### src/design/mem_bus_pkg.sv
/* Bus widths, credit depth, memory size and access encodings shared by the
   bridge, the route stage and the word memory. Import it in the module body. */
package mem_bus_pkg;

  // ----------------------------------------
  // Widths
  // ----------------------------------------
  localparam int ADDR_W = 32;
  localparam int DATA_W = 32;
  localparam int BE_W   = DATA_W / 8;
  localparam int TAG_W  = 4;

  // Byte offset bits inside one word
  localparam int BYTE_OFS = $clog2(BE_W);

  // ----------------------------------------
  // Flow control and memory size
  // ----------------------------------------
  // FIFO depth, also the starting credit count on both channels
  localparam int CREDITS = 4;

  // Wide enough to hold 0 .. CREDITS
  localparam int CREDIT_W   = $clog2(CREDITS + 1);
  localparam int FIFO_PTR_W = $clog2(CREDITS);

  localparam int MEM_WORDS  = 256;
  localparam int WORD_IDX_W = $clog2(MEM_WORDS);

  // ----------------------------------------
  // Encodings
  // ----------------------------------------
  typedef enum logic {
    OP_READ  = 1'b0,
    OP_WRITE = 1'b1
  } mem_op_e;

  typedef enum logic {
    RSP_OKAY = 1'b0,
    RSP_ERR  = 1'b1
  } mem_rsp_e;

endpackage

### src/design/mem_req_if.sv
/* Single-beat word access bus with a request side and a response side.
   The route modport sits on both sides of the route stage, so it is bidirectional. */
`timescale 1ns/1ps

interface mem_req_if;
  import mem_bus_pkg::*;

  // Request toward the memory side
  wire logic              valid;
  wire mem_op_e           op;
  wire logic [ADDR_W-1:0] addr;
  wire logic [BE_W-1:0]   be;
  wire logic [DATA_W-1:0] wdata;
  wire logic [TAG_W-1:0]  tag;

  // Response back, exactly one per access
  wire logic              rvalid;
  wire logic [DATA_W-1:0] rdata;
  wire mem_rsp_e          rsp;
  wire logic [TAG_W-1:0]  rtag;

  modport master (
    output valid, op, addr, be, wdata, tag,
    input  rvalid, rdata, rsp, rtag
  );

  modport slave (
    input  valid, op, addr, be, wdata, tag,
    output rvalid, rdata, rsp, rtag
  );

  modport route (
    inout valid, op, addr, be, wdata, tag,
    inout rvalid, rdata, rsp, rtag
  );

endinterface

### src/design/bus_to_mem.sv
/* Request bridge with credit flow control on both channels.
   Queues incoming word requests, issues them as single-beat accesses while a
   response credit is free, and registers the returned response. */
`timescale 1ns/1ps

module bus_to_mem (
  input  logic                             clk_i,
  input  logic                             rst_n_i,
  input  logic                             req_valid_i,
  input  mem_bus_pkg::mem_op_e             req_op_i,
  input  logic [mem_bus_pkg::ADDR_W-1:0]   req_addr_i,
  input  logic [mem_bus_pkg::BE_W-1:0]     req_be_i,
  input  logic [mem_bus_pkg::DATA_W-1:0]   req_wdata_i,
  input  logic [mem_bus_pkg::TAG_W-1:0]    req_tag_i,
  output logic                             req_credit_o,
  output logic                             rsp_valid_o,
  output logic [mem_bus_pkg::DATA_W-1:0]   rsp_rdata_o,
  output mem_bus_pkg::mem_rsp_e            rsp_code_o,
  output logic [mem_bus_pkg::TAG_W-1:0]    rsp_tag_o,
  input  logic                             rsp_credit_i,
  mem_req_if.master                        mem
);
  import mem_bus_pkg::*;

  typedef struct packed {
    mem_op_e           op;
    logic [ADDR_W-1:0] addr;
    logic [BE_W-1:0]   be;
    logic [DATA_W-1:0] wdata;
    logic [TAG_W-1:0]  tag;
  } req_ent_t;

  req_ent_t              fifo_q [CREDITS];
  req_ent_t              head;
  logic [FIFO_PTR_W-1:0] wr_ptr;
  logic [FIFO_PTR_W-1:0] rd_ptr;
  logic [CREDIT_W-1:0]   fifo_cnt;
  logic [CREDIT_W-1:0]   rsp_cred;
  logic                  push;
  logic                  pop;

  // ----------------------------------------
  // Request FIFO
  // ----------------------------------------
  assign push = req_valid_i;
  // Only issue with a slot free at the receiver
  assign pop  = (fifo_cnt != '0) && (rsp_cred != '0);

  always_ff @(posedge clk_i) begin
    if (push) begin
      fifo_q[wr_ptr] <= '{req_op_i, req_addr_i, req_be_i, req_wdata_i, req_tag_i};
    end
  end

  always_ff @(posedge clk_i or negedge rst_n_i) begin
    if (!rst_n_i) begin
      wr_ptr   <= '0;
      rd_ptr   <= '0;
      fifo_cnt <= '0;
    end else begin
      if (push) begin
        wr_ptr <= (wr_ptr == FIFO_PTR_W'(CREDITS - 1)) ? '0 : wr_ptr + 1'b1;
      end
      if (pop) begin
        rd_ptr <= (rd_ptr == FIFO_PTR_W'(CREDITS - 1)) ? '0 : rd_ptr + 1'b1;
      end
      fifo_cnt <= fifo_cnt + CREDIT_W'(push) - CREDIT_W'(pop);
    end
  end

  // Issue straight from the head, credit returns as the entry leaves
  assign head         = fifo_q[rd_ptr];
  assign mem.valid    = pop;
  assign mem.op       = head.op;
  assign mem.addr     = head.addr;
  assign mem.be       = head.be;
  assign mem.wdata    = head.wdata;
  assign mem.tag      = head.tag;
  assign req_credit_o = pop;

  // ----------------------------------------
  // Response credits and output register
  // ----------------------------------------
  always_ff @(posedge clk_i or negedge rst_n_i) begin
    if (!rst_n_i) begin
      rsp_cred    <= CREDIT_W'(CREDITS);
      rsp_valid_o <= 1'b0;
    end else begin
      rsp_cred    <= rsp_cred - CREDIT_W'(pop) + CREDIT_W'(rsp_credit_i);
      rsp_valid_o <= mem.rvalid;
    end
  end

  always_ff @(posedge clk_i) begin
    if (mem.rvalid) begin
      rsp_rdata_o <= mem.rdata;
      rsp_code_o  <= mem.rsp;
      rsp_tag_o   <= mem.rtag;
    end
  end

  // Sender side spent a credit it did not have
  a_no_overflow: assert property (
    @(posedge clk_i) disable iff (!rst_n_i)
    req_valid_i |-> (fifo_cnt != CREDIT_W'(CREDITS))
  ) else $error("request arrived while the FIFO was full");

  // Receiver returned more credits than it was given
  a_rsp_cred_max: assert property (
    @(posedge clk_i) disable iff (!rst_n_i)
    rsp_cred <= CREDIT_W'(CREDITS)
  ) else $error("response credit count above CREDITS");

endmodule

### src/flat_wrapper.sv
// flat-port wrapper written by rule: the top's interface ports become plain ports
module bus_to_mem_flat import mem_bus_pkg::*;
  (clk_i, rst_n_i, req_valid_i, req_op_i, req_addr_i, req_be_i, req_wdata_i, req_tag_i, req_credit_o, rsp_valid_o, rsp_rdata_o, rsp_code_o, rsp_tag_o, rsp_credit_i, mem_valid, mem_op, mem_addr, mem_be, mem_wdata, mem_tag, mem_rvalid, mem_rdata, mem_rsp, mem_rtag);
  mem_req_if mem_i ();
  input  logic clk_i;
  input  logic rst_n_i;
  input  logic req_valid_i;
  input  mem_bus_pkg::mem_op_e req_op_i;
  input  logic [mem_bus_pkg::ADDR_W-1:0] req_addr_i;
  input  logic [mem_bus_pkg::BE_W-1:0] req_be_i;
  input  logic [mem_bus_pkg::DATA_W-1:0] req_wdata_i;
  input  logic [mem_bus_pkg::TAG_W-1:0] req_tag_i;
  output logic req_credit_o;
  output logic rsp_valid_o;
  output logic [mem_bus_pkg::DATA_W-1:0] rsp_rdata_o;
  output mem_bus_pkg::mem_rsp_e rsp_code_o;
  output logic [mem_bus_pkg::TAG_W-1:0] rsp_tag_o;
  input  logic rsp_credit_i;
  output wire logic [$bits(mem_i.valid)-1:0] mem_valid;
  output wire logic [$bits(mem_i.op)-1:0] mem_op;
  output wire logic [$bits(mem_i.addr)-1:0] mem_addr;
  output wire logic [$bits(mem_i.be)-1:0] mem_be;
  output wire logic [$bits(mem_i.wdata)-1:0] mem_wdata;
  output wire logic [$bits(mem_i.tag)-1:0] mem_tag;
  input wire logic [$bits(mem_i.rvalid)-1:0] mem_rvalid;
  input wire logic [$bits(mem_i.rdata)-1:0] mem_rdata;
  input wire logic [$bits(mem_i.rsp)-1:0] mem_rsp;
  input wire logic [$bits(mem_i.rtag)-1:0] mem_rtag;
  assign mem_valid = mem_i.valid;
  assign mem_op = mem_i.op;
  assign mem_addr = mem_i.addr;
  assign mem_be = mem_i.be;
  assign mem_wdata = mem_i.wdata;
  assign mem_tag = mem_i.tag;
  assign mem_i.rvalid = mem_rvalid;
  assign mem_i.rdata = mem_rdata;
  assign mem_i.rsp = mem_rsp;
  assign mem_i.rtag = mem_rtag;
  bus_to_mem u_core (.clk_i(clk_i), .rst_n_i(rst_n_i), .req_valid_i(req_valid_i), .req_op_i(req_op_i), .req_addr_i(req_addr_i), .req_be_i(req_be_i), .req_wdata_i(req_wdata_i), .req_tag_i(req_tag_i), .req_credit_o(req_credit_o), .rsp_valid_o(rsp_valid_o), .rsp_rdata_o(rsp_rdata_o), .rsp_code_o(rsp_code_o), .rsp_tag_o(rsp_tag_o), .rsp_credit_i(rsp_credit_i), .mem(mem_i));
endmodule
### config.mk
export PLATFORM = sky130hd
export DESIGN_NAME = bus_to_mem_flat
export DESIGN_NICKNAME = d
export VERILOG_FILES = /design/src/design/mem_bus_pkg.sv /design/src/design/mem_req_if.sv /design/src/design/bus_to_mem.sv /design/src/flat_wrapper.sv
export SDC_FILE = /design/constraint.sdc
export NUM_CORES = 1
export LEC_CHECK = 0
export ABC_AREA = 1
export BUFFER_PORTS_ARGS = -buffer_cell sky130_fd_sc_hd__clkbuf_2
export CELL_PAD_IN_SITES_DETAIL_PLACEMENT = 0
export CELL_PAD_IN_SITES_GLOBAL_PLACEMENT = 2
export CORE_ASPECT_RATIO = 2
export CORE_MARGIN = 10
export CORE_UTILIZATION = 40
export DETAILED_ROUTE_END_ITERATION = 12
export PLACE_DENSITY_LB_ADDON = 0.1
export SLEW_MARGIN = 20
export SYNTH_ARGS = -nofsm -noshare
export SYNTH_HDL_FRONTEND = slang
export SYNTH_SLANG_ARGS = --single-unit
### constraint.sdc
create_clock -name clk_i -period 6.22 [get_ports clk_i]
set_input_delay 1.244 -clock clk_i [delete_from_list [all_inputs] [get_ports clk_i]]
set_output_delay 1.244 -clock clk_i [all_outputs]
set_load 0.02 [all_outputs]
==> impl_metrics.toml, run 1 <==
[worst_setup_path]
r2r-start = "u_core.wr_ptr[0]"
crit_required_ns = 4.98
r2r-end = "u_core.fifo_q[2][68]"
endpoint_kind = "output pin"
rrSetupSlack_ns = 3.77
worstPathMaxFanout = 55
worstSetupPathType = "reg2out"
worst_r2r_path_depth = 5
start_kind = "flip-flop"
cp.arrival_ns = 2.84

[timing]
skew_ns = 0.01380
relSlewSlack_pct = 31.20
worstMarginPinSlew_ns = 1.031
fmaxAchievable_ghz = 0.2448
timing.final.crit_share_pct = 65.67
hold_viol = 0
fin_hold_ws_ns = 0.5176
rsz0062_at_grt = "no"
fin_setup_tns_ns = 0
drv_slew = 0
min_period_ns = 4.085
setup_viol = 0

[place]
portBuffers = 227
gp_congestion = 0.7238
placed_cells = 1582
hpwl_um = 19390

[floorplanning]
die_y_um = 279.2
row_count = 94
dieArea_sq_um = 41770
start_util_pct = 40.66
core-area_sq_um = 33050
pin_count = 228
die_x_um = 149.6

[pwr]
power_mw = 7.500
p_per_area_nw_per_um2 = 475.5
ir_drop_v = 0.0003051
cellLeakagePower_nw = 6.395

[run_status]
outcome = "completed"

[global_route]
track_usage_pct = 14.46
grt_pass1_wl_um = 46930
grt_max_degree = 112
grt_pass1_vias = 8106
grt_antenna_before_repair = 2
grt.overflow.total = 0

[detailed_routing]
detail-route-antenna-nets = 0
vias_per_cell = 4.749
drt_wl_total_um = 30580
wl_per_cell_um = 18.66
vias = 7783
drt_pass1_iterations = 5
drt_iter0_drc = 342
drc_errors = 0

[synthesis]
yosys_register_bits = 340
synthTopCellsByArea = "edfxtp_1 74%, o211ai_1 8.2%, nand2_1 6.7%"
syn_nets = 1087
yosysSeqAreaShare_pct = 75.58
syn_area_sq_um = 13440
yosys_warnings = 0
synth_top_area_share_pct = 73.52
syn_inst = 963
synth_area_per_cell_sq_um = 13.95
synth_cell_types = 21
yosys.area.top_type = "edfxtp_1"

[clock_tree]
cts_buffers = 31
cts_setup_buffers = 0
holdBufCountCts = 0
cts_root_buf = "clkbuf_16"
insertion_delay_ns = 0.58
clk_pin_slew_ns = 0.07
ctsHtreeMaxLevel = 1
cts_sinks = 340
clock_path_buffers = 3
cts_resized = 0
cts_tree = "yes"

[cells_and_area]
diodes = 0
num-nets-final = 1307
final_common_cell = "edfxtp_1"
final_cell_count_no_fill = 1639
most-common-layout-cells = "329 x edfxtp_1, 240 x nand2_1, 227 x clkbuf_2"
n_fill_cell = 2992
fin_util_pct = 47.72
area_delta_synth_final_pct = 17.37
layout-drive-gt1-share_pct = 24.28

[min_path]
hold_class = "reg2reg"
hp-start = "u_core.rsp_cred[1]"
holdPathEnd = "u_core.rsp_cred[2]"
whs_path_depth = 2

[flow_run]
drv_cap = 0
-- worst max path at each step --
stage | from | end | slack (ns) | cells after the start
after detailed placement | u_core.rd_ptr[1] | mem_addr[31] | 2.64 | 5
after global routing | u_core.rd_ptr[1] | mem_addr[12] | 1.91 | 5
after CTS | u_core.rd_ptr[1] | mem_addr[31] | 2.03 | 5
after global placement | u_core.rd_ptr[1] | mem_wdata[29] | 2.68 | 5
after floorplan | req_valid_i | u_core.fifo_q[3][0] | 3.09 | 2
final | u_core.rd_ptr[1] | mem_addr[31] | 2.14 | 5
-- cell type report --
cell class / count / area (sq um) / share of cell area, %
sequential: 340 / 10160 / 64.44
multi-input combinational: 412 / 2220 / 14.07
timing repair buffer: 236 / 1216 / 7.711
clock buffer: 42 / 857.1 / 5.434
inverter: 162 / 613.1 / 3.887
tap: 432 / 540.5 / 3.427
clock inverter: 15 / 162.7 / 1.031
-- cell usage after synthesis (all sizes together) --
cell type / number
o211ai: 146
nand3b: 1
edfxtp: 329
or2: 1
nand2: 240
nand3: 6
ha: 7
xor2: 2
dfrtp: 10
xnor2: 1
dfstp: 1
fa: 2
inv: 162
buf: 48
o21ai: 2
clkbuf: 1
nor2: 4
-- power breakdown --
| group | total [mW] | internal [mW] | switching, mW |
|---|---|---|---|
| Sequential | 3.14 | 2.93 | 0.207 |
| Combinational | 2.45 | 0.724 | 1.73 |
| Clock | 1.91 | 1.09 | 0.821 |
-- cell families after synthesis --
family / after synthesis / synth area share (%)
buffers and inverters: 211 / 7.905
adders and majority gates: 9 / 0.9497
xor gates and xnor gates: 3 / 0.1956
and+or+nand+nor: 252 / 7.142
DFF: 340 / 75.58
AOI/OAI and AO/OA: 148 / 8.231
-- through the flow --
stage | setup WS (ns) | area, sq um
floorplan | 3.091 | 13440
global placement | 2.678 | 14750
detailed placement | 2.644 | 14750
CTS | 2.025 | 15770
global route | 1.911 | 15770
finish | 2.135 | 15770
-- per-layer routing --
layer  vias to the layer above  global-route usage [%]  wire length [um]
li1                       3792                       -                 -
met1                      3732                   14.91             11020
met2                       209                   26.63             16440
met3                        46                   4.666              2389
met4                         4                   4.675               697
met5                         -                       0                35
-- worst max-delay path, stage by stage (launching register included) --
cell and delay, ns:
dfrtp_4 0.65, inv_2 0.37, buf_4 0.66, o211ai_1 0.19, nand2_1 0.14, clkbuf_2 0.18
-- state kept, by name, indices dropped and copies added, names as in the netlist --
signal,cells
u_core.fifo_cnt,3
u_core.fifo_q,292
u_core.rd_ptr,2
u_core.rsp_code_o,1
u_core.rsp_cred,3
u_core.rsp_rdata_o,32
u_core.rsp_tag_o,4
u_core.rsp_valid_o,1
u_core.wr_ptr,2
Power figures use the tool's default switching activity.
==> run 2, diff against run 1 <==
--- a/config.mk
+++ b/config.mk
@@ -5,7 +5,7 @@
 export SDC_FILE = /design/constraint.sdc
 export NUM_CORES = 1
 export LEC_CHECK = 0
-export ABC_AREA = 1
+export ABC_AREA = 0
 export BUFFER_PORTS_ARGS = -buffer_cell sky130_fd_sc_hd__clkbuf_2
 export CELL_PAD_IN_SITES_DETAIL_PLACEMENT = 0
 export CELL_PAD_IN_SITES_GLOBAL_PLACEMENT = 2
==> constraint.sdc (replaced) <==
create_clock -name clk_i -period 4.3 [get_ports clk_i]
set_input_delay 0.86 -clock clk_i [delete_from_list [all_inputs] [get_ports clk_i]]
set_output_delay 0.86 -clock clk_i [all_outputs]
set_load 0.02 [all_outputs]
==> impl_metrics.toml, run 2 <==
[timing]
relSlewSlack_pct = 41.37
skew_ns = 0.007697
drv_slew = 0
worstMarginPinSlew_ns = 0.8794
setup_slack_ns = 1.099
rsz0062_at_grt = "no"
hold_viol = 0
min_period_ns = 3.201
fin_hold_ws_ns = 0.1864
setup_viol = 0
timing.final.crit_share_pct = 74.44
fin_setup_tns_ns = 0
fmaxAchievable_ghz = 0.3124

[worst_setup_path]
crit_path_top_delay_cell = "dfrtp_4"
slowest_delay_ns = 0.61
crit_chain = "buf_4, mux4_2, clkbuf_2"
worst_r2r_path_depth = 4
start_kind = "flip-flop"
r2r-end = "u_core.fifo_q[2][49]"
timing.critical_path.buf_inv = 2
endpoint_kind = "output pin"
cp.arrival_ns = 2.34
cp_top_family = "flip-flops"
rrSetupSlack_ns = 2.19
worstPathMaxFanout = 17
worstSetupPathType = "reg2out"
crit_required_ns = 3.44
r2r-start = "u_core.wr_ptr[0]"

[floorplanning]
core-area_sq_um = 30180
start_util_pct = 40.52
die_y_um = 267.3
dieArea_sq_um = 38390
pin_count = 228
die_x_um = 143.6
row_count = 90

[place]
placed_cells = 1060
dpl_worst_slack_ns = 1.581
portBuffers = 227
gp_congestion = 0.7027
hpwl_um = 18040

[pwr]
cellLeakagePower_nw = 5.294
swShare_pct = 30.76
p_sw_mw = 3.138
p_int_mw = 7.065
ir_drop_v = 0.0003455
p_comb_share_pct = 29.3
p_clk_share_pct = 26.8
p_seq_share_pct = 43.9
p_per_area_nw_per_um2 = 687.0

[clock_tree]
cts_sinks = 340
cts_root_buf = "clkbuf_16"
insertion_delay_ns = 0.55
clk_pin_slew_ns = 0.07
clock_path_buffers = 3
holdBufCountCts = 0
cts_setup_buffers = 0
cts_buffers = 30
cts_resized = 0
ctsHtreeMaxLevel = 1
cts_tree = "yes"

[detailed_routing]
drt_wl_total_um = 26590
vias_per_cell = 5.053
vias = 5634
drc_errors = 0
wl_per_cell_um = 23.85
drt_pass1_iterations = 4
detail-route-antenna-nets = 0
drt_iter0_drc = 267

[synthesis]
syn_inst = 470
synthTopCellsByArea = "edfxtp_1 81%, mux4_2 13%, dfrtp_1 2.0%"
synth-edff-count = 329
synthTopCellsByCount = "329 x edfxtp_1, 73 x mux4_2, 10 x dfrtp_1, 7 x buf_2, 7 x ha_1"
synth_cell_types = 20
yosys.area.top_type = "edfxtp_1"
yosys.cell_count.top_type = "edfxtp_1"
yosys_register_bits = 340
async_flop_share_pct = 3.235
synth_top_area_share_pct = 80.79
syn_area_sq_um = 12230
syn_nets = 594
synthFlopType = "edfxtp_1"
yosys_warnings = 0
yosysSeqAreaShare_pct = 83.05
synth_area_per_cell_sq_um = 26.02

[min_path]
hold_class = "in2async"

[global_route]
grt.overflow.total = 0
track_usage_pct = 13.96
grt_max_degree = 44
grt_pass1_wl_um = 40390
grt_antenna_before_repair = 5
grt_pass1_vias = 6652

[cells_and_area]
layout-drive-gt1-share_pct = 49.13
n_fill_cell = 2504
area_delta_synth_final_pct = 21.44
largest_reg_flops = 292
fin_util_pct = 49.21
seqCellArea_sq_um = 10160
top_register = "u_core.fifo_q"
multi_input_area_sq_um = 1932
largestRegisters = "u_core.fifo_q (292), u_core.rsp_rdata_o (32), u_core.rsp_tag_o (4)"
final_cell_count_no_fill = 1115
num-nets-final = 848
final_common_cell = "edfxtp_1"
most-common-layout-cells = "329 x edfxtp_1, 227 x clkbuf_2, 73 x mux4_2"

[run_status]
outcome = "completed"

[flow_run]
drv_cap = 0
==> run 2: changes by cell type after synthesis, sizes merged, moves of 6 or more <==
cell / before / now
nand2: 240 / 5
inv: 162 / 6
o211ai: 146 / 0
mux4: 0 / 73
buf: 48 / 16
nand3: 6 / 0
==> run 2: worst register-to-register path: cells and delay by family, from the launching register on <==
kind / cells / cell delay, ns
simple gates: 1 / 0.49
fa+ha+maj: 1 / 0.15
buf+inv: 2 / 0.68
flops: 1 / 0.42
==> run 2: worst max path at each step <==
stage	startpoint	to	slack, ns	depth (start not counted)
floorplan	req_valid_i	u_core.fifo_q[0][0]	1.29	1
global placement	u_core.rd_ptr[1]	mem_addr[18]	1.52	2
detailed placement	u_core.rd_ptr[0]	mem_wdata[10]	1.58	3
CTS	u_core.rd_ptr[0]	mem_wdata[10]	0.98	3
global route	u_core.rd_ptr[0]	mem_wdata[10]	0.94	3
finish	u_core.rd_ptr[0]	mem_wdata[4]	1.10	3
==> run 2: cell families after synthesis <==
kind of cell	synth area share (%)
AOI/OAI and AO/OA	0.1227
xor gates and xnor gates	0.2864
adders and majority gates	1.044
buffers and inverters	1.238
DFF	83.05
muxes	13.63
and+or+nand+nor	0.6344
==> run 2: stage by stage <==
step                area (sq um)  total power, mW
floorplan                  12230            6.586
global placement           13810            7.596
detailed placement         13840            7.690
CTS                        14840            10.45
global route               14850            10.74
finish                     14850            10.20
==> run 2: cell type report <==
cell class | count | share of cell area (%)
antenna | 4 | 0.06740
sequential | 340 | 68.43
clock inverter | 17 | 1.466
multi-input combinational | 107 | 13.01
tap | 368 | 3.100
inverter | 6 | 0.1516
clock buffer | 34 | 5.299
timing repair buffer | 239 | 8.475
==> run 2: per-layer routing <==
metal / part of all wire, % / vias to the layer above / track usage, %
met3: 7.5 / 30 / 4.594
met2: 55 / 194 / 25.30
li1: - / 2504 / -
met5: 0.026 / - / 0
met1: 35 / 2904 / 14.64
met4: 1.9 / 2 / 4.824
==> run 2: power groups by stage <==
stage	sequential [mW]	combinational, mW	clock [mW]
floorplan	4.46	2.13	0
global placement	4.61	2.99	0
detailed placement	4.57	3.12	0
CTS	4.50	3.13	2.82
global route	4.54	3.24	2.95
finish	4.48	2.99	2.73
==> run 3, diff against run 2 <==
--- a/config.mk
+++ b/config.mk
@@ -11,7 +11,7 @@
 export CELL_PAD_IN_SITES_GLOBAL_PLACEMENT = 2
 export CORE_ASPECT_RATIO = 2
 export CORE_MARGIN = 10
-export CORE_UTILIZATION = 40
+export CORE_UTILIZATION = 38
 export DETAILED_ROUTE_END_ITERATION = 12
 export PLACE_DENSITY_LB_ADDON = 0.1
 export SLEW_MARGIN = 20
==> constraint.sdc (replaced) <==
create_clock -name clk_i -period 2.7 [get_ports clk_i]
set_input_delay 0.54 -clock clk_i [delete_from_list [all_inputs] [get_ports clk_i]]
set_output_delay 0.54 -clock clk_i [all_outputs]
set_load 0.02 [all_outputs]
==> impl_metrics.toml, run 3 (same netlist as run 2, synthesis figures left out) <==
[global_route]
grt_antenna_before_repair = 4
grt_max_degree = 74
grt.overflow.total = 0
grt_pass1_vias = 6688
track_usage_pct = 13.02
grt_pass1_wl_um = 39940

[detailed_routing]
vias_per_cell = 4.832
drt_wl_total_um = 26130
detail-route-antenna-nets = 0
route.met3.wl_um = 2188
met2WireLength_um = 14400
drt_iter0_drc = 232
wl_per_cell_um = 22.25
route.top_layer_used = "met5"
drt_pass1_iterations = 4
drc_errors = 0
wirelength_met1_um = 8750
vias = 5673

[clock_tree]
insertion_delay_ns = 0.54
clock_path_buffers = 3
cts_root_buf = "clkbuf_16"
clk_pin_slew_ns = 0.06
cts_sinks = 340
cts_buffers = 29
cts_tree = "yes"
ctsHtreeMaxLevel = 1

[timing]
fmaxAchievable_ghz = 0.3869
setup_viol = 0
rsz0062_at_grt = "no"
hold_viol = 0
min_period_ns = 2.585
timing.final.crit_share_pct = 95.73
relSlewSlack_pct = 42.83
fin_setup_tns_ns = 0
drv_slew = 0
skew_ns = 0.006980
worstMarginPinSlew_ns = 0.8576

[worst_setup_path]
crit_required_ns = 2.16
cp.arrival_ns = 2.04
worstSetupPathType = "reg2out"
worstPathMaxFanout = 30
start_kind = "flip-flop"
endpoint_kind = "output pin"

[cells_and_area]
n_fill_cell = 2709
area_delta_synth_final_pct = 22.26
layout-drive-gt1-share_pct = 49.06
seqCellArea_sq_um = 10160
final_common_cell = "edfxtp_1"
num-nets-final = 851
fin_util_pct = 47.23
multi_input_area_sq_um = 1932
largestRegisters = "u_core.fifo_q (292), u_core.rsp_rdata_o (32), u_core.rsp_tag_o (4)"
largest_reg_flops = 292
top_register = "u_core.fifo_q"
most-common-layout-cells = "329 x edfxtp_1, 227 x clkbuf_2, 73 x mux4_2"

[run_status]
outcome = "completed"

[floorplanning]
die_y_um = 273.7
row_count = 92
die_x_um = 146.9
pin_count = 228
dieArea_sq_um = 40190
start_util_pct = 38.63
core-area_sq_um = 31660

[pwr]
power_mw = 16.08
ir_drop_v = 0.0006978
cellLeakagePower_nw = 5.293
p_per_area_nw_per_um2 = 1075

[place]
gp_congestion = 0.7259
portBuffers = 227
hpwl_um = 16990

[flow_run]
drv_cap = 0

[min_path]
hold_class = "in2reg"
run 3: final timing paths:
check / start / endpoint / slack, ns / depth (start not counted)
worst max register to register: u_core.rsp_cred[2] / u_core.fifo_cnt[2] / 0.58 / 8
min in group asynchronous: rst_n_i / u_core.fifo_cnt[0] / 0.44 / 2
max in group asynchronous: rst_n_i / u_core.rsp_cred[2] / 1.96 / 2
worst min-delay path: mem_rtag[3] / u_core.rsp_tag_o[3] / 0.17 / 1
worst max-delay path: u_core.rd_ptr[0] / mem_wdata[7] / 0.12 / 3
worst min register to register: u_core.fifo_cnt[2] / u_core.fifo_cnt[2] / 0.48 / 1
run 3: metal layers:
metal  up-vias  global-route usage, %
li1       2502                      -
met1      2918                  12.89
met2       209                  23.93
met3        42                  4.817
met4         2                  5.106
met5         -                      0
run 3: where the power goes:
group	leakage, nW	internal [mW]	switching, mW
registers	3.17	6.74	0.291
logic	1.67	2.08	2.94
clock network	0.451	2.30	1.72
total	5.29	11.1	4.96
run 3: cell type report:
cell class	instances	area share, %
sequential	340	67.98
multi-input combinational	107	12.92
timing repair buffer	243	9.163
clock buffer	41	5.490
tap	423	3.540
clock inverter	11	0.7113
inverter	6	0.1506
antenna	3	0.05021
run 3: per-stage QoR:
stage	hold WS [ns]	cells	worst slack [ns]	instance area, sq um
after floorplan	0.2444	470	0.008420	12230
after global placement	0.4619	1117	0.5545	13980
after detailed placement	0.4681	1117	0.5495	13980
after CTS	0.1247	1171	0.04306	14940
after global routing	0.1322	1173	0.008839	14950
final	0.1681	1174	0.1154	14950
run 3: worst max-delay path, stage by stage (launching register included):
cell and delay (ns):
dfrtp_4 0.45, buf_12 0.25, mux4_2 0.59, clkbuf_2 0.19
run 3: what timing repair did:
action | CTS | global route
endpoints found under the setup margin | 27 | 1
resized for setup | 0 | 1
hold buffers | 1 | 0
endpoints found under the hold margin | 10 | 0
buffers inserted | 1 | 0
gates cloned | 0 | 0
