===== config.mk =====
export PLATFORM = sky130hd
export DESIGN_NAME = commit_tracer
export DESIGN_NICKNAME = d
export VERILOG_FILES = /design/src/design/mem_bus_pkg.sv /design/src/design/trace_pkg.sv /design/src/design/commit_tracer.sv
export SDC_FILE = /design/constraint.sdc
export NUM_CORES = 1
export LEC_CHECK = 0
export ABC_AREA = 1
export BUFFER_PORTS_ARGS = -buffer_cell sky130_fd_sc_hd__clkbuf_2
export CORE_MARGIN = 2
export CORE_UTILIZATION = 25
export CTS_CLUSTER_DIAMETER = 40
export DETAILED_ROUTE_END_ITERATION = 8
export SYNTH_ARGS = -nofsm -noshare
export SYNTH_HDL_FRONTEND = slang
export SYNTH_SLANG_ARGS = --single-unit

===== constraint.sdc =====
create_clock -name clk_i -period 1.7 [get_ports clk_i]
set_input_delay 0.425 -clock clk_i [delete_from_list [all_inputs] [get_ports clk_i]]
set_output_delay 0.425 -clock clk_i [all_outputs]
set_load 0.03 [all_outputs]

===== src/design/mem_bus_pkg.sv =====
/* Bus widths, credit depth, memory size and access encodings shared by the
   bridge, the route stage and the word memory. Import it in the module body. */
package mem_bus_pkg;

  // ----------------------------------------
  // Widths
  // ----------------------------------------
  localparam int ADDR_W = 32;
  localparam int DATA_W = 32;
  localparam int BE_W   = DATA_W / 8;
  localparam int TAG_W  = 4;

  // Byte offset bits inside one word
  localparam int BYTE_OFS = $clog2(BE_W);

  // ----------------------------------------
  // Flow control and memory size
  // ----------------------------------------
  // FIFO depth, also the starting credit count on both channels
  localparam int CREDITS = 4;

  // Wide enough to hold 0 .. CREDITS
  localparam int CREDIT_W   = $clog2(CREDITS + 1);
  localparam int FIFO_PTR_W = $clog2(CREDITS);

  localparam int MEM_WORDS  = 256;
  localparam int WORD_IDX_W = $clog2(MEM_WORDS);

  // ----------------------------------------
  // Encodings
  // ----------------------------------------
  typedef enum logic {
    OP_READ  = 1'b0,
    OP_WRITE = 1'b1
  } mem_op_e;

  typedef enum logic {
    RSP_OKAY = 1'b0,
    RSP_ERR  = 1'b1
  } mem_rsp_e;

endpackage


===== src/design/trace_pkg.sv =====
/* Retired-instruction record and end-of-test address for the commit tracer.
   A store of an odd value to EXIT_ADDR ends the test. */
package trace_pkg;

  // Kind of instruction that retired
  typedef enum logic [1:0] {
    C_ALU   = 2'd0,
    C_LOAD  = 2'd1,
    C_STORE = 2'd2,
    C_ECALL = 2'd3
  } commit_op_e;

  // One retired instruction
  // addr and data only mean something for loads and stores
  typedef struct packed {
    commit_op_e                     op;
    logic [mem_bus_pkg::ADDR_W-1:0] addr;
    logic [mem_bus_pkg::DATA_W-1:0] data;
  } commit_rec_t;

  // Store target that carries the exit code
  localparam logic [mem_bus_pkg::ADDR_W-1:0] EXIT_ADDR = 32'h0000_1000;

endpackage


===== src/design/commit_tracer.sv =====
/* Watches the retired-instruction stream, counts commits and captures the
   end-of-test code written to EXIT_ADDR. */
`timescale 1ns/1ps

module commit_tracer (
  input  logic                     clk_i,
  input  logic                     rst_n_i,
  input  logic                     commit_valid_i,
  input  trace_pkg::commit_rec_t   commit_i,
  output logic [31:0]              exit_o,
  output logic [31:0]              retired_o
);
  import trace_pkg::*;

  logic exit_hit;
  logic exit_done;

  // Exit store needs bit 0 set, so a zero code never ends a test
  assign exit_hit = commit_valid_i &&
                    (commit_i.op == C_STORE) &&
                    (commit_i.addr == EXIT_ADDR) &&
                    commit_i.data[0];

  // Any latched code has bit 0 set
  assign exit_done = exit_o[0];

  // ----------------------------------------
  // Retire counter
  // ----------------------------------------
  always_ff @(posedge clk_i or negedge rst_n_i) begin
    if (!rst_n_i) begin
      retired_o <= '0;
    end else if (commit_valid_i) begin
      retired_o <= retired_o + 32'd1;
    end
  end

  // ----------------------------------------
  // Exit code capture
  // ----------------------------------------
  // First exit store wins
  always_ff @(posedge clk_i or negedge rst_n_i) begin
    if (!rst_n_i) begin
      exit_o <= '0;
    end else if (exit_hit && !exit_done) begin
      exit_o <= commit_i.data;
    end
  end

  // Core should never report an ECALL at the exit address
  a_ecall_addr: assert property (
    @(posedge clk_i) disable iff (!rst_n_i)
    (commit_valid_i && (commit_i.op == C_ECALL)) |-> (commit_i.addr != EXIT_ADDR)
  ) else $error("ECALL commit carries EXIT_ADDR");

endmodule


==> load_flow_metrics.sql, run 1 <==
INSERT INTO impl_metrics (metric_group, metric, value, unit) VALUES
('worst_hold_path', 'hold_class', 'input pin to flip-flop', ''),
('power_and_ir_drop', 'comb_power_share', '0.124', ''),
('die', 'ioPinCount', '133', ''),
('clock_tree', 'clockBufferDepth', '2', ''),
('routing', 'routedWlPerCell', '12.4', 'um'),
('place', 'routabilityCongestion', '0.837', ''),
('logic_synthesis', 'synth_flop_cell', 'sky130_fd_sc_hd__dfrtp_1', ''),
('place', 'preCtsSetupSlack', '0.0998', 'ns'),
('die', 'coreArea', '12100', 'um2'),
('routing', 'met1_length', '3780', 'um'),
('logic_synthesis', 'synth_edf_count', '0', ''),
('logic_synthesis', 'synth.ff_latch_count', '64', ''),
('place', 'hpwl', '6630', 'um'),
('layout', 'syn_to_final_growth', '39.8', '%'),
('logic_synthesis', 'seq_area_frac_synth', '0.514', ''),
('grt', 'grt.total_usage', '0.135', ''),
('layout', 'design.final.nets', '594', ''),
('layout', 'fillers', '1282', ''),
('place', 'port-buffer-count', '132', ''),
('clock_tree', 'cts_post_setup_buffers_inserted', '0', ''),
('setup_path', 'worstSetupStartpointType', 'flip-flop', ''),
('grt', 'grt_max_degree', '41', ''),
('logic_synthesis', 'synth.distinct_cells', '21', ''),
('power_and_ir_drop', 'power.clock.fraction', '0.477', ''),
('clock_tree', 'clk_pin_slew_worst_setup_hold_paths', '0.05', 'ns'),
('logic_synthesis', 'netlist.top_cell.by_area', 'sky130_fd_sc_hd__dfrtp_1', ''),
('clock_tree', 'cts_root_buffer', 'sky130_fd_sc_hd__clkbuf_16', ''),
('place', 'dp.cells', '680', ''),
('die', 'rows', '40', ''),
('logic_synthesis', 'synth_cells', '382', ''),
('routing', 'drt-vias-per-instance', '4.29', ''),
('die', 'effective_utilization_at_floorplan', '0.257', ''),
('run', 'maxcap_violations', '0', ''),
('layout', 'mostFrequentLayoutCells', 'sky130_fd_sc_hd__nand2_1, sky130_fd_sc_hd__clkbuf_2, sky130_fd_sc_hd__dfrtp_1', ''),
('routing', 'met3_length', '605', 'um'),
('power_and_ir_drop', 'internal_power', '3.20', 'mW'),
('timing', 'setup_viol', '0', ''),
('logic_synthesis', 'syn_area', '3120', 'um2'),
('routing', 'met2WireLength', '4140', 'um'),
('power_and_ir_drop', 'p_switching', '1.10', 'mW'),
('setup_path', 'worstSetupEndpointType', 'flip-flop', ''),
('timing', 'setup_repair_after_global_routing_missed_its_margin', 'yes', ''),
('routing', 'num_vias', '2991', ''),
('timing', 'finalWorstPathRequiredPeriod', '1.56', 'ns'),
('grt', 'grt_overflow', '0', ''),
('die', 'die_w', '116', 'um'),
('layout', 'fin_area', '4360', 'um2'),
('setup_path', 'worstPathRequired', '1.92', 'ns'),
('timing', 'setup_tns', '0', 'ns'),
('timing', 'fin_crit_sh', '0.918', ''),
('layout', 'drive_gt1_frac', '0.323', ''),
('routing', 'drt_iter0_markers', '193', ''),
('power_and_ir_drop', 'total_leakage_power', '2.37', 'nW'),
('layout', 'layout_commonest_cell', 'sky130_fd_sc_hd__nand2_1', ''),
('run_status', 'outcome', 'completed', ''),
('routing', 'post-route-drc-count', '0', ''),
('timing', 'timing.slew.headroom', '0.703', ''),
('logic_synthesis', 'synth_area_leaders', 'sky130_fd_sc_hd__dfrtp_1, sky130_fd_sc_hd__nand2_1, sky130_fd_sc_hd__nand3_1', ''),
('logic_synthesis', 'synth.avg_cell_area', '8.16', 'um2'),
('setup_path', 'critical_path_arrival', '1.78', 'ns'),
('routing', 'number_of_optimization_iterations_in_the_first_detailed_route_pass', '4', ''),
('routing', 'maxUsedRoutingLayer', 'met4', ''),
('timing', 'timing.final.hold_violations', '0', ''),
('clock_tree', 'cts_buffers', '9', ''),
('layout', 'post_layout_nonfiller_instances', '697', ''),
('timing', 'largest_clock_skew_in_the_final_design', '0.00591', 'ns'),
('die', 'dieArea', '13400', 'um2'),
('grt', 'number_of_global_route_vias_before_repair', '2982', ''),
('power_and_ir_drop', 'power_density', '987', 'nW/um2'),
('routing', 'finalWirelength', '8650', 'um'),
('grt', 'first_pass_grt_wire_length', '14200', 'um');
[power by group through the flow]
stage                     Sequential, mW  Combinational [mW]  Clock [mW]
after floorplan                     1.88               0.165           0
after global placement              1.74               0.535           0
after detailed placement            1.74               0.542           0
after CTS                           1.72               0.546        2.10
after global routing                1.73               0.595        2.17
final                               1.71               0.535        2.05
[Yosys cell counts, types with 2 or more instances]
master / number
sky130_fd_sc_hd__nor2_1: 36
sky130_fd_sc_hd__nand3_1: 48
sky130_fd_sc_hd__nand3b_1: 3
sky130_fd_sc_hd__xor2_1: 10
sky130_fd_sc_hd__inv_1: 28
sky130_fd_sc_hd__dfrtp_1: 64
sky130_fd_sc_hd__nand2_1: 137
sky130_fd_sc_hd__buf_2: 6
sky130_fd_sc_hd__nor2_4: 4
sky130_fd_sc_hd__buf_6: 3
sky130_fd_sc_hd__xnor2_1: 10
sky130_fd_sc_hd__nor2_2: 7
sky130_fd_sc_hd__nand4_1: 12
sky130_fd_sc_hd__nor3_1: 6
sky130_fd_sc_hd__nand2_2: 2
[state kept, by name, summed over array words and instances, names as in the netlist]
register	flops
exit_o	32
retired_o	32
[metrics by stage]
stage          utilization  hold slack [ns]  total power, mW
2_1_floorplan            -            0.129             2.04
3_3_place_gp         0.330            0.353             2.28
3_5_place_dp         0.330            0.355             2.28
4_1_cts              0.359            0.307             4.36
5_1_grt              0.360            0.331             4.49
6_report             0.360            0.324             4.30
[critical path, cell delays in order, from the launching register on]
cell                      delay [ns]
sky130_fd_sc_hd__dfrtp_1        0.43
sky130_fd_sc_hd__ha_1           0.20
sky130_fd_sc_hd__nand2_1        0.09
sky130_fd_sc_hd__nor2_2         0.16
sky130_fd_sc_hd__nand3_1        0.19
sky130_fd_sc_hd__nor2_4         0.19
sky130_fd_sc_hd__nand3_1        0.09
sky130_fd_sc_hd__nand2_1        0.06
sky130_fd_sc_hd__nand2_1        0.05
[timing repair]
item | 4_1_cts | 5_1_grt
hold buffers | 1 | 0
resized for setup | 0 | 2
setup endpoints to repair | 0 | 4
hold endpoints to repair | 2 | 0
[logic make-up after synthesis]
kind of cell | after synthesis | share of synthesized area
adder cells (fa/ha/maj) | 1 | 0.00402
buffers and inverters | 39 | 0.0578
AND/OR/NAND/NOR | 257 | 0.366
flip-flops | 64 | 0.514
XOR/XNOR | 20 | 0.0562
AO/OA/AOI/OAI | 1 | 0.00160
[layer usage]
layer,global-route usage,up-vias
met5,0,-
met4,0.0532,0
met3,0.0403,11
met2,0.223,119
met1,0.167,1368
li1,-,1493
[final cells by class]
type                            instances  share of cell area
Sequential cell                        64               0.368
Multi-Input combinational cell        279               0.309
Timing Repair Buffer                  141               0.173
Clock buffer                           14              0.0629
Tap cell                              168              0.0482
Inverter                               29              0.0250
Clock inverter                          2              0.0138
[final timing paths]
check	cells after the start	start	endpoint	slack, ns
max	8	retired_o[1]	retired_o[30]	0.14
min	3	commit_i[14]	exit_o[14]	0.32
max reg2reg	8	retired_o[1]	retired_o[30]	0.14
min reg2reg	2	exit_o[2]	exit_o[2]	0.47
max in group asynchronous	3	rst_n_i	exit_o[15]	0.63
min in group asynchronous	2	rst_n_i	retired_o[10]	0.54
No activity file was read; power rests on OpenSTA's default activity.
==> run 2, diff against run 1 <==
--- a/config.mk
+++ b/config.mk
@@ -11,6 +11,7 @@
 export CORE_UTILIZATION = 25
 export CTS_CLUSTER_DIAMETER = 40
 export DETAILED_ROUTE_END_ITERATION = 8
+export RECOVER_POWER = 100
 export SYNTH_ARGS = -nofsm -noshare
 export SYNTH_HDL_FRONTEND = slang
 export SYNTH_SLANG_ARGS = --single-unit
==> constraint.sdc (replaced) <==
create_clock -name clk_i -period 1.7 [get_ports clk_i]
set_input_delay 0.425 -clock clk_i [delete_from_list [all_inputs] [get_ports clk_i]]
set_output_delay 0.425 -clock clk_i [all_outputs]
set_load 0.005 [all_outputs]
==> run 2 against run 1 <==
Compared with the run above: global-route usage is the same; cell count is the same; worst setup slack gained 0.0076 ns; clock power is essentially flat; critical path depth is the same; worst hold slack lost 0.0028 ns; register-to-register slack is essentially flat; flip-flop and latch count is the same; sequential share of layout area grew 0.55 points; count of clock-buffer cells in the layout is the same; clock skew is essentially flat; largest cell class unchanged; highest routed layer unchanged.
==> load_flow_metrics.sql, run 2 (same netlist as run 1, synthesis figures left out) <==
INSERT INTO impl_metrics (metric_group, metric, value, unit) VALUES
('clock_tree', 'cts_post_setup_buffers_inserted', '0', ''),
('layout', 'drive_gt1_frac', '0.250', ''),
('timing', 'layout_setup_ws', '0.148', 'ns'),
('run_status', 'outcome', 'completed', ''),
('power_and_ir_drop', 'ir_drop', '0.000425', 'V'),
('grt', 'grt.busiest_layer', 'met2', ''),
('routing', 'num_vias', '3014', ''),
('layout', 'fillers', '1309', ''),
('clock_tree', 'cts_num_sinks', '64', ''),
('worst_hold_path', 'hold_class', 'input pin to flip-flop', ''),
('layout', 'mostFrequentLayoutCells', 'sky130_fd_sc_hd__nand2_1, sky130_fd_sc_hd__clkbuf_2, sky130_fd_sc_hd__dfrtp_1', ''),
('clock_tree', 'clk_pin_slew_worst_setup_hold_paths', '0.05', 'ns'),
('power_and_ir_drop', 'internal_power', '3.20', 'mW'),
('die', 'die_height', '116', 'um'),
('place', 'dp.cells', '680', ''),
('place', 'routabilityCongestion', '0.837', ''),
('layout', 'registers_with_the_most_flip_flops', 'exit_o: 32 flops, retired_o: 32 flops', ''),
('layout', 'layout_commonest_cell', 'sky130_fd_sc_hd__nand2_1', ''),
('grt', 'grt_overflow', '0', ''),
('power_and_ir_drop', 'p_switching', '0.951', 'mW'),
('grt', 'first_pass_grt_wire_length', '14200', 'um'),
('clock_tree', 'clock_tree.htree_level_count', '3', ''),
('layout', 'design.final.nets', '594', ''),
('power_and_ir_drop', 'comb_power_share', '0.092', ''),
('die', 'effective_utilization_at_floorplan', '0.257', ''),
('timing', 'fin_crit_sh', '0.913', ''),
('grt', 'grt_max_degree', '41', ''),
('clock_tree', 'cts_tree', 'yes', ''),
('timing', 'timing.final.hold_violations', '0', ''),
('place', 'post_dp_cell_area', '4000', 'um2'),
('timing', 'timing.slew.headroom', '0.427', ''),
('setup_path', 'worstSetupStartpointType', 'flip-flop', ''),
('timing', 'setup_repair_after_global_routing_missed_its_margin', 'yes', ''),
('setup_path', 'worstPathRequired', '1.92', 'ns'),
('setup_path', 'critical_path_arrival', '1.77', 'ns'),
('routing', 'routedWlPerCell', '12.4', 'um'),
('layout', 'number_of_antenna_diodes', '0', ''),
('grt', 'number_of_global_route_vias_before_repair', '2982', ''),
('routing', 'drt_iter0_markers', '213', ''),
('die', 'coreArea', '12100', 'um2'),
('die', 'ioPinCount', '133', ''),
('routing', 'antenna_violating_nets_left', '0', ''),
('layout', 'post_layout_nonfiller_instances', '697', ''),
('place', 'preCtsSetupSlack', '0.0998', 'ns'),
('clock_tree', 'cts_root_buffer', 'sky130_fd_sc_hd__clkbuf_16', ''),
('timing', 'finalWorstPathRequiredPeriod', '1.55', 'ns'),
('place', 'hpwl', '6630', 'um'),
('timing', 'fmax', '644', 'MHz'),
('clock_tree', 'cts_buffers', '9', ''),
('clock_tree', 'clk-insertion-delay-late', '0.33', 'ns'),
('power_and_ir_drop', 'power.clock.fraction', '0.495', ''),
('power_and_ir_drop', 'seqPwrFrac', '0.413', ''),
('power_and_ir_drop', 'power_density', '966', 'nW/um2'),
('power_and_ir_drop', 'sw_frac_of_total', '0.229', ''),
('setup_path', 'path_class', 'flip-flop to flip-flop', ''),
('grt', 'grt_antenna_before_repair', '0', ''),
('place', 'port-buffer-count', '132', ''),
('setup_path', 'critical_path.max_fanout', '5', ''),
('routing', 'finalWirelength', '8650', 'um'),
('grt', 'met2_usage', '0.223', ''),
('die', 'dieArea', '13400', 'um2'),
('timing', 'hold_slack', '0.321', 'ns'),
('routing', 'drt-vias-per-instance', '4.32', ''),
('die', 'die_w', '116', 'um'),
('setup_path', 'cell_depth_of_the_worst_flop_to_flop_path', '8', ''),
('grt', 'groute.layer.met1.usage', '0.167', ''),
('layout', 'fin_area', '4290', 'um2'),
('layout', 'syn_to_final_growth', '37.8', '%'),
('setup_path', 'worstSetupEndpointType', 'flip-flop', ''),
('timing', 'largest_clock_skew_in_the_final_design', '0.00572', 'ns'),
('routing', 'number_of_optimization_iterations_in_the_first_detailed_route_pass', '5', ''),
('timing', 'slew_at_the_pin_with_the_worst_max_slew_slack', '0.859', 'ns'),
('routing', 'post-route-drc-count', '0', ''),
('grt', 'met3_usage', '0.0403', ''),
('run', 'maxcap_violations', '0', ''),
('die', 'rows', '40', ''),
('worst_hold_path', 'worst_hold_path.num_cells', '3', ''),
('timing', 'setup_viol', '0', ''),
('clock_tree', 'clockBufferDepth', '2', ''),
('power_and_ir_drop', 'total_leakage_power', '2.24', 'nW'),
('grt', 'grt.total_usage', '0.135', ''),
('timing', 'final-max-slew-violation-count', '0', '');
-- run 2: metrics by stage --
stage / util / setup TNS [ns] / total power [mW]
3_3_place_gp: 0.330 / 0 / 2.13
6_report: 0.354 / 0 / 4.15
3_5_place_dp: 0.330 / 0 / 2.13
5_1_grt: 0.354 / -0.0111 / 4.34
2_1_floorplan: - / 0 / 1.89
4_1_cts: 0.359 / 0 / 4.21
-- run 2: worst max-delay path, cell delays in order (launching register included) --
cell	delay (ns)
sky130_fd_sc_hd__dfrtp_1	0.43
sky130_fd_sc_hd__ha_1	0.20
sky130_fd_sc_hd__nand2_1	0.09
sky130_fd_sc_hd__nor2_2	0.15
sky130_fd_sc_hd__nand3_1	0.18
sky130_fd_sc_hd__nor2_4	0.19
sky130_fd_sc_hd__nand3_1	0.09
sky130_fd_sc_hd__nand2_1	0.06
sky130_fd_sc_hd__nand2_1	0.05
-- run 2: worst paths after layout --
kind,start,end,slack (ns)
max in group asynchronous,rst_n_i,retired_o[31],0.21
min reg2reg,exit_o[2],exit_o[2],0.47
min in group asynchronous,rst_n_i,retired_o[10],0.72
max,retired_o[1],retired_o[30],0.15
min,commit_i[14],exit_o[14],0.32
max reg2reg,retired_o[1],retired_o[30],0.15
-- run 2: cell type report --
class	count	area (um2)	area share
inverter	29	109	0.0254
multi-input combinational	279	1340	0.311
clock buffer	14	274	0.0638
sequential	64	1600	0.373
timing repair buffer	141	702	0.164
tap	168	210	0.0490
clock inverter	2	60.1	0.0140
-- run 2: layer usage --
metal,vias up,part of all wire
met5,-,0
met4,0,0.016
met3,13,0.066
met2,109,0.48
met1,1400,0.44
li1,1492,-
-- run 2: power by group through the flow --
stage	combinational [mW]	clock, mW	sequential, mW
2_1_floorplan	0.165	0	1.73
3_3_place_gp	0.384	0	1.74
3_5_place_dp	0.391	0	1.74
4_1_cts	0.395	2.10	1.72
5_1_grt	0.440	2.17	1.73
6_report	0.380	2.05	1.71
-- run 2: what timing repair did --
action	CTS	global route
setup endpoints to repair	0	4
hold buffers	1	0
endpoints found under the hold margin	2	0
gates resized for setup	0	2
==> run 3, diff against run 2 <==
--- a/config.mk
+++ b/config.mk
@@ -12,6 +12,7 @@
 export CTS_CLUSTER_DIAMETER = 40
 export DETAILED_ROUTE_END_ITERATION = 8
 export RECOVER_POWER = 100
+export SETUP_SLACK_MARGIN = 0.4
 export SYNTH_ARGS = -nofsm -noshare
 export SYNTH_HDL_FRONTEND = slang
 export SYNTH_SLANG_ARGS = --single-unit
==> run 3 against run 2 <==
Compared with the run above: clock power is essentially flat; sequential share of layout area is 5.9 points lower; total power rose by 4.0%; worst hold slack worse by 0.0070 ns; first-iteration DRC count decreased by 50%; fmax increased by 1.3%; final area increased by 19%; critical path type is now flip-flop to output pin; largest cell class is now multi-input gates.
==> load_flow_metrics.sql, run 3 (same netlist as run 1, synthesis figures left out) <==
INSERT INTO impl_metrics (metric_group, metric, value, unit) VALUES
('place', 'post_dp_cell_area', '4020', 'um2'),
('setup_path', 'critical-path-top-delay-family', 'flip-flops', ''),
('setup_path', 'cell_depth_of_the_worst_flop_to_flop_path', '8', ''),
('run', 'maxcap_violations', '0', ''),
('grt', 'grt.busiest_layer', 'met2', ''),
('die', 'ioPinCount', '133', ''),
('clock_tree', 'clk-insertion-delay-late', '0.33', 'ns'),
('die', 'effective_utilization_at_floorplan', '0.257', ''),
('worst_hold_path', 'worst_hold_path.num_cells', '3', ''),
('timing', 'finalWorstPathRequiredPeriod', '1.53', 'ns'),
('layout', 'mostFrequentLayoutCells', 'sky130_fd_sc_hd__nand2_1, sky130_fd_sc_hd__clkbuf_2, sky130_fd_sc_hd__dfrtp_1', ''),
('layout', 'fin_area', '5120', 'um2'),
('timing', 'fin_crit_sh', '0.901', ''),
('place', 'hpwl', '6790', 'um'),
('grt', 'grt_max_degree', '65', ''),
('setup_path', 'critical_path.max_fanout', '3', ''),
('die', 'die_height', '116', 'um'),
('power_and_ir_drop', 'power.clock.fraction', '0.469', ''),
('worst_hold_path', 'hold_class', 'input pin to flip-flop', ''),
('setup_path', 'path_class', 'flip-flop to output pin', ''),
('setup_path', 'worstPathRequired', '1.27', 'ns'),
('grt', 'grt_overflow', '0', ''),
('routing', 'drt-vias-per-instance', '4.49', ''),
('power_and_ir_drop', 'sw_frac_of_total', '0.246', ''),
('die', 'coreArea', '12100', 'um2'),
('clock_tree', 'clockBufferDepth', '2', ''),
('layout', 'layout_commonest_cell', 'sky130_fd_sc_hd__nand2_1', ''),
('timing', 'fmax', '653', 'MHz'),
('routing', 'post-route-drc-count', '0', ''),
('setup_path', 'worstSetupEndpointType', 'output pin', ''),
('timing', 'timing.final.hold_violations', '0', ''),
('die', 'die_w', '116', 'um'),
('grt', 'grt.total_usage', '0.157', ''),
('layout', 'layout.core_utilization', '0.423', ''),
('routing', 'number_of_optimization_iterations_in_the_first_detailed_route_pass', '5', ''),
('clock_tree', 'clock_tree.htree_level_count', '3', ''),
('routing', 'routedWlPerCell', '13.8', 'um'),
('routing', 'finalWirelength', '10400', 'um'),
('timing', 'slew_at_the_pin_with_the_worst_max_slew_slack', '0.900', 'ns'),
('clock_tree', 'cts_buffers', '9', ''),
('grt', 'number_of_global_route_vias_before_repair', '3366', ''),
('power_and_ir_drop', 'total_leakage_power', '2.58', 'nW'),
('grt', 'met3_usage', '0.0392', ''),
('layout', 'drive_gt1_frac', '0.401', ''),
('timing', 'largest_clock_skew_in_the_final_design', '0.00535', 'ns'),
('place', 'routabilityCongestion', '0.847', ''),
('clock_tree', 'clk_pin_slew_worst_setup_hold_paths', '0.06', 'ns'),
('power_and_ir_drop', 'internal_power', '3.25', 'mW'),
('grt', 'first_pass_grt_wire_length', '16100', 'um'),
('timing', 'setup_tns', '0', 'ns'),
('clock_tree', 'cts_num_sinks', '64', ''),
('setup_path', 'critical_path_arrival', '1.11', 'ns'),
('timing', 'timing.slew.headroom', '0.400', ''),
('setup_path', 'crit_path_max_incr_delay', '0.39', 'ns'),
('setup_path', 'crit_slowest_cell', 'sky130_fd_sc_hd__dfrtp_1', ''),
('power_and_ir_drop', 'seqPwrFrac', '0.393', ''),
('layout', 'syn_to_final_growth', '64.3', '%'),
('timing', 'setup_viol', '0', ''),
('layout', 'number_of_antenna_diodes', '0', ''),
('setup_path', 'cp_num_cells', '2', ''),
('grt', 'met2_usage', '0.270', ''),
('layout', 'design.final.nets', '652', ''),
('clock_tree', 'cts_root_buffer', 'sky130_fd_sc_hd__clkbuf_16', ''),
('routing', 'drt_iter0_markers', '106', ''),
('die', 'rows', '40', ''),
('timing', 'final-max-slew-violation-count', '0', ''),
('routing', 'antenna_violating_nets_left', '0', ''),
('power_and_ir_drop', 'ir_drop', '0.000393', 'V'),
('power_and_ir_drop', 'power_density', '843', 'nW/um2'),
('place', 'port-buffer-count', '132', ''),
('power_and_ir_drop', 'p_switching', '1.06', 'mW'),
('run_status', 'outcome', 'completed', ''),
('grt', 'grt_antenna_before_repair', '0', ''),
('layout', 'registers_with_the_most_flip_flops', 'exit_o: 32 flops, retired_o: 32 flops', ''),
('power_and_ir_drop', 'comb_power_share', '0.138', ''),
('setup_path', 'worstPathBufferInverterCount', '2', ''),
('routing', 'num_vias', '3387', ''),
('setup_path', 'worstSetupStartpointType', 'flip-flop', ''),
('die', 'dieArea', '13400', 'um2'),
('grt', 'groute.layer.met1.usage', '0.180', ''),
('setup_path', 'worstPathCellList', 'clkdlybuf4s25_1 -> buf_6', ''),
('timing', 'setup_repair_after_global_routing_missed_its_margin', 'yes', ''),
('clock_tree', 'cts_hold_repair.buffers', '0', ''),
('power_and_ir_drop', 'p_total', '4.32', 'mW'),
('clock_tree', 'cts_tree', 'yes', '');
## run 3: cell count changes in the layout (fill, tap and decap cells not counted), sizes merged
cell	previous run	this run
buf	9	60
nand2	139	142
clkbuf	145	147
clkdlybuf4s25	0	1
clkinv	0	1
dlygate4sd3	1	0
## run 3: per-stage QoR
stage | std cells | hold WS (ns) | worst slack (ns)
6_report | 754 | 0.314 | 0.168
5_1_grt | 754 | 0.310 | 0.108
4_1_cts | 737 | 0.111 | 0.258
3_5_place_dp | 676 | 0.463 | 0.0599
3_3_place_gp | 676 | 0.458 | 0.100
2_1_floorplan | 382 | 0.129 | 0.339
## run 3: worst register-to-register path, cell delays in order, from the launching register on
cell and delay [ns]:
sky130_fd_sc_hd__dfrtp_1 0.42, sky130_fd_sc_hd__nand2_1 0.17, sky130_fd_sc_hd__nor2_4 0.17, sky130_fd_sc_hd__nand2_1 0.10
sky130_fd_sc_hd__nor2_4 0.19, sky130_fd_sc_hd__nand2_1 0.14, sky130_fd_sc_hd__nor2_1 0.12, sky130_fd_sc_hd__nand2_1 0.07
sky130_fd_sc_hd__nand2_1 0.05
## run 3: repair_timing
item | in CTS | in global routing
pin swaps | 33 | 39
endpoints found under the setup margin | 90 | 91
setup buffers | 41 | 16
resized for setup | 60 | 38
gates cloned | 5 | 1
## run 3: path summary, 6_finish.rpt
kind                                    start            end  slack (ns)
worst min register to register     exit_o[12]     exit_o[12]        0.48
worst max register to register   retired_o[8]  retired_o[24]        0.20
min in group asynchronous             rst_n_i  retired_o[10]        0.32
worst min-delay path             commit_i[17]     exit_o[17]        0.31
max in group asynchronous             rst_n_i   retired_o[5]        0.75
worst max-delay path            retired_o[10]  retired_o[10]        0.17
## run 3: final cells by class
| cell class | instances | area (um2) |
|---|---|---|
| fillers | 1237 | 6990 |
| repair buffers | 196 | 1230 |
| well taps | 168 | 210 |
| flip-flops and latches | 64 | 1610 |
| multi-input cells | 282 | 1640 |
| clock buffers | 12 | 256 |
| inverters | 29 | 109 |
| clock inverters | 3 | 65.1 |
## run 3: per-layer routing
layer / vias up / routed length, um
met2: 148 / 5130
met3: 26 / 713
li1: 1616 / -
met5: - / 0
met4: 0 / 333
met1: 1597 / 4230
## run 3: power groups by stage
stage | Combinational (mW) | Sequential, mW | Clock, mW
after floorplan | 0.191 | 1.74 | 0
after global placement | 0.421 | 1.74 | 0
after detailed placement | 0.429 | 1.75 | 0
after CTS | 0.647 | 1.70 | 2.07
after global routing | 0.664 | 1.71 | 2.13
final | 0.597 | 1.70 | 2.02
